==> src/spi_pkg.sv <==
package spi_pkg;

  localparam int CMD_BITS  = 12;
  localparam int DATA_BITS = 8;
  localparam int ADDR_BITS = 3;

  // Command word: [11] write flag, [10:8] register address, [7:0] write data.
  typedef logic [CMD_BITS-1:0]  spi_cmd_t;
  typedef logic [DATA_BITS-1:0] spi_data_t;
  typedef logic [ADDR_BITS-1:0] spi_addr_t;

  typedef logic [3:0] spi_bit_cnt_t;
  typedef logic [7:0] spi_gap_cnt_t;
  typedef logic [2:0] spi_div_cnt_t;

  typedef enum logic [2:0] {
    IDLE,
    LOAD,
    W_SHIFT,
    W_DONE,
    R_ADDR,
    R_GAP,
    R_SHIFT,
    R_DONE
  } spi_state_e;

  // clk cycles per sclk half period.
  localparam spi_div_cnt_t SCLK_HALF = 3'd4;

  localparam spi_bit_cnt_t WRITE_BITS     = 4'd12;
  localparam spi_bit_cnt_t READ_ADDR_BITS = 4'd4;
  localparam spi_bit_cnt_t READ_DATA_BITS = 4'd8;

  // cs high time between the address and data phases of a read.
  localparam spi_gap_cnt_t READ_GAP = 8'd100;

endpackage

==> src/spi_sclk_gen.sv <==
module spi_sclk_gen
  import spi_pkg::*;
(
  input  logic clk,
  input  logic rst_n,
  input  logic sclk_en,
  output logic sclk,
  output logic rise,
  output logic fall
);

  spi_div_cnt_t div_cnt_q;
  logic         started_q;
  logic         tick;

  assign tick = sclk_en && (div_cnt_q == SCLK_HALF - 3'd1);

  // The first tick of a frame is a fall with sclk already low.
  // It puts bit 0 on mosi half a period before the first rising edge.
  assign fall = tick && (!started_q || sclk);
  assign rise = tick && started_q && !sclk;

  always_ff @(posedge clk or negedge rst_n)
  begin
    if (!rst_n)
    begin
      div_cnt_q <= '0;
      started_q <= 1'b0;
      sclk      <= 1'b0;
    end
    else if (!sclk_en)
    begin
      div_cnt_q <= '0;
      started_q <= 1'b0;
      sclk      <= 1'b0;
    end
    else if (tick)
    begin
      div_cnt_q <= '0;
      started_q <= 1'b1;
      if (started_q)
      begin
        sclk <= ~sclk;
      end
    end
    else
    begin
      div_cnt_q <= div_cnt_q + 3'd1;
    end
  end

  // Each strobe fixes the level sclk takes next, so rise and fall never coincide.
  a_rise_sets_sclk : assert property (
    @(posedge clk) disable iff (!rst_n)
    rise |=> sclk
  );

  a_fall_clears_sclk : assert property (
    @(posedge clk) disable iff (!rst_n)
    fall |=> !sclk
  );

endmodule

==> src/spi_shifter.sv <==
module spi_shifter
  import spi_pkg::*;
(
  input  logic         clk,
  input  logic         rst_n,
  input  logic         load,
  input  spi_cmd_t     load_word,
  input  spi_bit_cnt_t load_len,
  input  logic         rise,
  input  logic         fall,
  input  logic         miso,
  output logic         mosi,
  output spi_data_t    read_data
);

  spi_cmd_t     tx_q;
  spi_data_t    rx_q;
  spi_bit_cnt_t tx_left_q;

  // Meaningful bits arrive right-aligned; move them to the MSB end.
  always_ff @(posedge clk)
  begin
    if (load)
    begin
      tx_q <= load_word << (CMD_BITS - int'(load_len));
    end
    else if (fall)
    begin
      tx_q <= {tx_q[CMD_BITS-2:0], 1'b0};
    end
  end

  always_ff @(posedge clk or negedge rst_n)
  begin
    if (!rst_n)
    begin
      mosi <= 1'b0;
    end
    else if (fall)
    begin
      mosi <= tx_q[CMD_BITS-1];
    end
  end

  // Outgoing bits not yet sampled by the device.
  always_ff @(posedge clk or negedge rst_n)
  begin
    if (!rst_n)
    begin
      tx_left_q <= '0;
    end
    else if (load)
    begin
      tx_left_q <= load_len;
    end
    else if (rise && (tx_left_q != '0))
    begin
      tx_left_q <= tx_left_q - 4'd1;
    end
  end

  // Receive only once the transmit side is drained, so write frames
  // leave the last read byte untouched.
  always_ff @(posedge clk)
  begin
    if (rise && (tx_left_q == '0))
    begin
      rx_q <= {rx_q[DATA_BITS-2:0], miso};
    end
  end

  assign read_data = rx_q;

endmodule

==> src/spi_cmd_ctrl.sv <==
module spi_cmd_ctrl
  import spi_pkg::*;
(
  input  logic         clk,
  input  logic         rst_n,
  input  spi_cmd_t     cmd_in,
  input  logic         cmd_vld,
  output logic         cmd_rdy,
  input  logic         rise,
  input  logic         fall,
  output logic         sclk_en,
  output logic         cs,
  output logic         load,
  output spi_cmd_t     load_word,
  output spi_bit_cnt_t load_len,
  output logic         read_vld
);

  spi_state_e   state_q;
  spi_state_e   state_d;
  spi_cmd_t     cmd_q;
  spi_bit_cnt_t bit_cnt_q;
  spi_gap_cnt_t gap_cnt_q;
  logic         read_vld_q;
  logic         shifting;
  logic         is_write;

  assign is_write = cmd_q[CMD_BITS-1];
  assign shifting = (state_q == W_SHIFT) || (state_q == R_ADDR) || (state_q == R_SHIFT);

  always_comb
  begin
    state_d = state_q;
    case (state_q)
      IDLE:
      begin
        if (cmd_vld)
        begin
          state_d = LOAD;
        end
      end
      LOAD:
      begin
        state_d = is_write ? W_SHIFT : R_ADDR;
      end
      // The fall after the last bit closes its period.
      W_SHIFT:
      begin
        if (fall && (bit_cnt_q == WRITE_BITS))
        begin
          state_d = W_DONE;
        end
      end
      W_DONE:
      begin
        state_d = IDLE;
      end
      R_ADDR:
      begin
        if (fall && (bit_cnt_q == READ_ADDR_BITS))
        begin
          state_d = R_GAP;
        end
      end
      R_GAP:
      begin
        if (gap_cnt_q == READ_GAP - 8'd1)
        begin
          state_d = R_SHIFT;
        end
      end
      R_SHIFT:
      begin
        if (rise && (bit_cnt_q == READ_DATA_BITS - 4'd1))
        begin
          state_d = R_DONE;
        end
      end
      R_DONE:
      begin
        state_d = IDLE;
      end
      default:
      begin
        state_d = IDLE;
      end
    endcase
  end

  always_ff @(posedge clk or negedge rst_n)
  begin
    if (!rst_n)
    begin
      state_q <= IDLE;
    end
    else
    begin
      state_q <= state_d;
    end
  end

  always_ff @(posedge clk)
  begin
    if ((state_q == IDLE) && cmd_vld)
    begin
      cmd_q <= cmd_in;
    end
  end

  // Outgoing phases count falls, the incoming phase counts rises.
  always_ff @(posedge clk or negedge rst_n)
  begin
    if (!rst_n)
    begin
      bit_cnt_q <= '0;
    end
    else if (!shifting)
    begin
      bit_cnt_q <= '0;
    end
    else if ((state_q == R_SHIFT) ? rise : fall)
    begin
      bit_cnt_q <= bit_cnt_q + 4'd1;
    end
  end

  always_ff @(posedge clk or negedge rst_n)
  begin
    if (!rst_n)
    begin
      gap_cnt_q  <= '0;
      read_vld_q <= 1'b0;
    end
    else
    begin
      gap_cnt_q  <= (state_q == R_GAP) ? gap_cnt_q + 8'd1 : '0;
      read_vld_q <= (state_q == R_DONE);
    end
  end

  // The done states keep cs low one cycle past the last sclk edge.
  assign cs       = !(shifting || (state_q == W_DONE) || (state_q == R_DONE));
  assign cmd_rdy  = (state_q == IDLE);
  assign sclk_en  = shifting;
  assign load     = (state_q == LOAD);
  assign read_vld = read_vld_q;

  assign load_word = is_write ? cmd_q : spi_cmd_t'(cmd_q[CMD_BITS-1 -: READ_ADDR_BITS]);
  assign load_len  = is_write ? WRITE_BITS : READ_ADDR_BITS;

  // A frame ends with cs and cmd_rdy going high in the same cycle.
  a_rdy_rises_with_cs : assert property (
    @(posedge clk) disable iff (!rst_n)
    $rose(cmd_rdy) |-> $rose(cs)
  );

  a_read_vld_pulse : assert property (
    @(posedge clk) disable iff (!rst_n)
    read_vld |-> cs ##1 !read_vld
  );

endmodule

==> src/spi_cmd_top.sv <==
module spi_cmd_top
  import spi_pkg::*;
(
  input  logic      clk,
  input  logic      rst_n,
  input  spi_cmd_t  cmd_in,
  input  logic      cmd_vld,
  output logic      cmd_rdy,
  output spi_data_t read_data,
  output logic      read_vld,
  output logic      sclk,
  output logic      cs,
  output logic      mosi,
  input  logic      miso
);

  logic         sclk_en;
  logic         rise;
  logic         fall;
  logic         load;
  spi_cmd_t     load_word;
  spi_bit_cnt_t load_len;

  spi_cmd_ctrl u_ctrl (
    .clk       (clk),
    .rst_n     (rst_n),
    .cmd_in    (cmd_in),
    .cmd_vld   (cmd_vld),
    .cmd_rdy   (cmd_rdy),
    .rise      (rise),
    .fall      (fall),
    .sclk_en   (sclk_en),
    .cs        (cs),
    .load      (load),
    .load_word (load_word),
    .load_len  (load_len),
    .read_vld  (read_vld)
  );

  spi_sclk_gen u_sclk_gen (
    .clk     (clk),
    .rst_n   (rst_n),
    .sclk_en (sclk_en),
    .sclk    (sclk),
    .rise    (rise),
    .fall    (fall)
  );

  spi_shifter u_shifter (
    .clk       (clk),
    .rst_n     (rst_n),
    .load      (load),
    .load_word (load_word),
    .load_len  (load_len),
    .rise      (rise),
    .fall      (fall),
    .miso      (miso),
    .mosi      (mosi),
    .read_data (read_data)
  );

endmodule

==> config.mk <==
export PLATFORM = sky130hd
export DESIGN_NAME = spi_cmd_top
export DESIGN_NICKNAME = d
export VERILOG_FILES = /design/src/spi_pkg.sv /design/src/spi_sclk_gen.sv /design/src/spi_shifter.sv /design/src/spi_cmd_ctrl.sv /design/src/spi_cmd_top.sv
export SDC_FILE = /design/constraint.sdc
export NUM_CORES = 1
export LEC_CHECK = 0
export BUFFER_PORTS_ARGS = -buffer_cell sky130_fd_sc_hd__buf_2
export CORE_UTILIZATION = 45
export DETAILED_ROUTE_END_ITERATION = 7
export GPL_TIMING_DRIVEN = 0
export PLACE_DENSITY = 0.64
export SLEW_MARGIN = 25
export SYNTH_ARGS = -nofsm -noshare
export SYNTH_HDL_FRONTEND = slang
export SYNTH_SLANG_ARGS = --single-unit
==> constraint.sdc <==
create_clock -name clk -period 5.9 [get_ports clk]
set_input_delay 0 -clock clk [delete_from_list [all_inputs] [get_ports clk]]
set_output_delay 0 -clock clk [all_outputs]
set_load 0.02 [all_outputs]
Word-level counts from Yosys, hierarchy flattened
Cells that the tools add are included.
{"block": "op_classes", "shifts": 1, "mux": 24, "addsub": 5, "n_eq_ne": 20, "reduce_logical": 26, "bitwise": 1}
{"op": "two-way mux 12 bit", "n": 3}
{"op": "left shift 12 x 32 -> 12 bit", "n": 1}
{"op": "two-way mux 3 bit", "n": 8}
{"op": "case mux 3 bit (7 select lines)", "n": 1}
{"op": "two-way mux 4 bit", "n": 5}
{"op": "equality test 3 bit, second input constant", "n": 4}
{"op": "logical AND 1 bit", "n": 10}
{"op": "equality test 3 x 2 -> 1 bit, second input constant", "n": 3}
{"op": "adder 8 x 1 -> 8 bit, second input constant", "n": 1}
{"op": "equality test 4 x 3 -> 1 bit, second input constant", "n": 2}
{"op": "equality test 8 x 7 -> 1 bit, second input constant", "n": 1}
{"op": "two-way mux 8 bit", "n": 1}
{"op": "inequality test 2 x 1 -> 1 bit, second input constant", "n": 4}
{"op": "inequality test 2 bit, second input constant", "n": 4}
{"op": "two-way mux 1 bit", "n": 6}
{"op": "logical OR 1 bit", "n": 5}
{"op": "AND reduction 5 bit", "n": 1}
{"op": "subtractor 4 x 4 -> 5 bit, first input constant", "n": 1}
{"op": "adder 4 x 1 -> 4 bit, second input constant", "n": 1}
{"op": "equality test 4 bit, second input constant", "n": 1}
{"op": "logical NOT 4 bit", "n": 1}
{"op": "nonzero test 2 bit", "n": 2}
{"op": "nonzero test 4 bit", "n": 1}
{"op": "subtractor 4 x 1 -> 4 bit, second input constant", "n": 1}
{"op": "other kinds (7)", "n": 9}
{"block": "totals", "in_bits": 16, "out_inout_bits": 13, "ff_bits": 58}

Logic depth before layout (Yosys ltp)
{"block": "depth", "ltp_word": 9, "mapped_depth": 7}

By module
A second synthesis with hierarchy kept.
{"block": "hier_totals", "hier_cells": 285, "area_unflattened_um2": 3148.0}
{"mod": "spi_shifter", "area_per_inst_um2": 1587.8, "cells_per_inst": 144, "seq_area_each_um2": 725.7, "n_inst": 1}
{"mod": "spi_cmd_ctrl", "area_per_inst_um2": 1341.3, "cells_per_inst": 122, "seq_area_each_um2": 760.7, "n_inst": 1}
{"mod": "spi_sclk_gen", "area_per_inst_um2": 219.0, "cells_per_inst": 19, "seq_area_each_um2": 125.1, "n_inst": 1}

Least setup slack after synthesis
OpenSTA, ideal clock, no wires.
{"block": "synth_timing", "path_type": "register to register", "from": "register u_ctrl.state_q[0]", "to": "register u_shifter.tx_q[0], enable pin", "setup_ns": 0.398, "path_slack_ns": 3.647, "path_buffers": 2, "arrival_ns": 1.856, "stages_incl_launch_ff": 6, "synth_period_minus_slack_ns": 2.253, "cell_sequence": "dfrtp_1 buf_4 inv_1 o21ai_0 clkbuf_1 o21ai_0"}
{"block": "synth_between", "elab_chain_len": 6}
{"item": "start, declared", "line_no": "spi_cmd_ctrl.sv:19", "text": "spi_state_e state_q;"}
{"item": "start signal, assigned", "line_no": "spi_cmd_ctrl.sv:98", "text": "state_q <= state_d;"}
{"item": "equality test 3 x 2 -> 1 bit or equality test 3 bit (tied branches)", "line_no": "spi_cmd_ctrl.sv:29", "text": "assign shifting = (state_q == W_SHIFT) || (state_q == R_ADDR) || (state_q == R_SHIFT);"}
{"item": "logical OR 1 bit (2 in series)", "line_no": "spi_cmd_ctrl.sv:29"}
{"item": "logical AND 1 bit", "line_no": "spi_sclk_gen.sv:16", "text": "assign tick = sclk_en && (div_cnt_q == SCLK_HALF - 3'd1);"}
{"item": "logical AND 1 bit", "line_no": "spi_sclk_gen.sv:20", "text": "assign fall = tick && (!started_q || sclk);"}
{"item": "nonzero test 2 bit (no source line) *"}
{"item": "end signal, assigned", "line_no": "spi_shifter.sv:25", "text": "tx_q <= load_word << (CMD_BITS - int'(load_len));"}
{"item": "end signal, assigned", "line_no": "spi_shifter.sv:29", "text": "tx_q <= {tx_q[CMD_BITS-2:0], 1'b0};"}
{"item": "end, declared", "line_no": "spi_shifter.sv:16", "text": "spi_cmd_t tx_q;"}
Mark *: on every way between the ends. The rest lies on a longest branch, timed or not.
A chain may end at the register's enable or synchronous reset.

Worst setup path after layout
{"block": "layout_timing", "from": "register u_ctrl.state_q[0]", "to": "register u_shifter.tx_q[10], enable pin"}
Same word-level chain as after synthesis.

==> run summary <==
normalized max-slew margin -> 55.45%
Std-Cell Rows -> 26
Least-Margin Pin Slew -> 0.6647 ns
Setup Viol. Count Final -> 0
CTS tree -> done
run status -> finished clean
cell area after synthesis -> 0.002522 mm²
vias in the first global route -> 1644
gr usage total -> 18.00%
Synth Warn # -> 0
Hold WS -> 0.1464 ns
synthesized instance count -> 215
first-pass GRT wire length -> 7776 µm
Hold WC Path Type -> input port to flop
TritonRoute pass-1 iters -> 4
Reg area -> 0.001612 mm²
initial antenna violation count -> 0
Initial Util -> 48.16%
PostCTS Resize Cnt -> 0
core area -> 0.005238 mm²
Synth Area per Inst -> 11.73 µm²
leakage -> 1.292 nW
power per cell area -> 412.0 mW/mm²
worst skew pair latency -> 0.34 ns
number of CTS-inserted buffers -> 9
drt first-iter violations -> 55
Switch Pwr -> 0.4146 mW
Die Y -> 76.87 µm
wire per inst -> 13.64 µm
clk slew on worst S/H paths -> 0.06 ns
maximum VDD drop -> 0.2526 mV
TritonCTS Sinks -> 58
Worst setup EP type -> flop
Die X -> 76.87 µm
Startpoint Class -> flop
Routed WL -> 4692 µm
drt drc -> 0
buffers added on ports -> 28
# hold bufs at CTS -> 14
number of fill cells in the layout -> 436
Cell variety after synth -> 42
num ports -> 29
Setup CP Type -> flop to flop
postcts setup bufs -> 0
largest net degree at the start of global routing -> 27
diodes inserted -> 0
sequential share of power -> 43.7%
Final #Nets -> 290
routed vias -> 1745
Max Freq -> 0.4442 GHz
reg2reg setup slack -> 3.65 ns
most common cell after layout, fill and taps aside -> nand2_1
Setup TNS -> 0 ns
Required @ worst endpoint -> 5.95 ns
Arrival @ worst endpoint -> 2.30 ns
clk buf depth -> 2
CTS H-tree depth -> 3
die area -> 0.005909 mm²
Net Sw Frac -> 32.40%
Final Skew -> 0.005795 ns
Pwr Total -> 1.280 mW
Final Wtd Congestion -> 0.7503
vias per std cell -> 5.073
most frequent cells in the layout -> nand2_1, buf_2, edfxtp_1
combinational fraction of design power -> 27.4%
GR Overflow Total -> 0
min cycle time layout -> 2.251 ns
fin. max-slew vios -> 0
Final period util -> 38.15%
post-synthesis sequential area ratio -> 63.89%
layout cell share with drive strength beyond 1 -> 21.53%
CP Max Fanout -> 10
flops & latches, synth -> 58
post-route ant nets -> 0
RSZ-0062 raised after global routing -> false
max-cap viol count -> 0
net count of the mapped netlist -> 236
multi-input logic area -> 839.6 µm²
Clock power frac -> 28.9%
count of final hold-check violations -> 0
DP HPWL -> 3085 µm
P_int -> 0.8652 mW
CTS root buffer -> clkbuf_8
Synth-to-Final Area Change -> 23.16%
[state kept, by name, indices dropped and copies added (netlist names)]
register	count
u_ctrl.gap_cnt_q	8
u_sclk_gen.started_q	1
u_shifter.tx_q	12
u_sclk_gen.sclk	1
u_ctrl.cmd_q	12
u_sclk_gen.div_cnt_q	3
u_shifter.tx_left_q	4
u_ctrl.state_q	3
u_ctrl.bit_cnt_q	4
u_shifter.mosi	1
u_shifter.read_data	8
u_ctrl.read_vld	1
[path summary, 6_finish.rpt]
kind	startpoint	end	depth (start not counted)
max	u_ctrl.state_q[0]	u_shifter.tx_q[10]	6
min	cmd_vld	u_ctrl.state_q[0]	3
max reg2reg	u_ctrl.state_q[0]	u_shifter.tx_q[10]	6
min reg2reg	u_shifter.read_data[3]	u_shifter.read_data[4]	0
max in group asynchronous	rst_n	u_sclk_gen.sclk	2
min in group asynchronous	rst_n	u_ctrl.gap_cnt_q[5]	2
[per-layer routing]
| metal | wire (µm) | vias up | GRT usage [%] |
|---|---|---|---|
| li1 | - | 877 | - |
| met1 | 2334 | 823 | 23.82 |
| met2 | 2069 | 36 | 25.36 |
| met3 | 199 | 9 | 7.143 |
| met4 | 88 | 0 | 9.231 |
| met5 | 0 | - | 0 |
[cell families (layout without fill, tap and decap cells)]
kind of cell             count (synthesis)  in the layout  synth area share [%]
adder cells (fa/ha/maj)                  5              5                 2.480
AND/OR/NAND/NOR                         94             94                 18.30
XOR/XNOR                                 5              5                 1.736
multiplexers                             6              6                 2.530
flip-flops                              58             58                 63.89
AO/OA/AOI/OAI                           31             31                 8.036
buffers and inverters                   16             75                 3.026
[final cells by class]
type                       instances  share of cell area, %
sequential                        58                  51.87
clock inverter                     5                  1.692
timing repair buffer              43                  9.263
inverter                           7                 0.8458
clock buffer                      11                  4.873
buffer                             9                  1.611
multi-input combinational        141                  27.02
tap                               70                  2.819
[power groups by stage]
| stage | Clock [mW] | Combinational [mW] | Sequential [mW] |
|---|---|---|---|
| 2_1_floorplan | 0 | 0.244 | 0.564 |
| 3_3_place_gp | 0 | 0.329 | 0.567 |
| 3_5_place_dp | 0 | 0.344 | 0.567 |
| 4_1_cts | 0.380 | 0.352 | 0.560 |
| 5_1_grt | 0.396 | 0.393 | 0.570 |
| 6_report | 0.370 | 0.351 | 0.559 |
[critical path, stage by stage, from the launching register on]
cell,delay (ns)
dfrtp_1,0.33
buf_4,0.16
inv_1,0.10
or3_1,0.44
clkbuf_1,0.26
o21ai_1,0.39
buf_4,0.27
[Yosys cell counts]
cell type	number	area, µm²
edfxtp_1	32	960.9
and2b_1	1	7.510
xnor2_1	3	26.28
or3_1	3	18.77
nand3_1	12	60.06
nor3b_1	1	7.510
mux2_2	3	33.78
and3_1	3	18.77
mux2i_1	3	30.03
nor4_1	1	6.260
or3b_1	1	8.760
o311ai_0	1	8.760
clkbuf_1	3	11.26
ha_1	5	62.56
a2111o_1	1	11.26
buf_2	4	20.02
o31a_1	1	8.760
nor3_2	1	10.01
o311a_1	1	10.01
nor3_1	6	30.03
and4b_1	1	10.01
a211oi_1	3	22.52
nand2_1	39	146.4
o21ba_2	1	10.01
xor2_1	2	17.52
buf_6	1	11.26
nor2b_1	3	18.77
nand3b_1	1	7.510
a31oi_1	2	12.51
a21oi_1	8	40.04
buf_4	1	7.510
dfrtp_1	26	650.6
nand2b_1	3	18.77
a211o_1	1	8.760
and2_1	4	25.02
nor2_1	12	45.04
inv_1	7	26.28
o31ai_1	1	7.510
and4_4	2	22.52
o211ai_1	2	15.01
o21ai_0	8	40.04
a21o_1	1	7.510
[through the flow]
stage	cell area [µm²]	instances	setup slack [ns]	utilization, %
global route	3107	344	3.513	59.32
CTS	3107	344	3.625	59.32
detailed placement	2763	314	3.638	52.75
global placement	2750	313	3.104	52.51
floorplan	2522	215	3.647	-
finish	3107	344	3.649	59.32
Note: power is estimated with default switching activity, not from simulation.
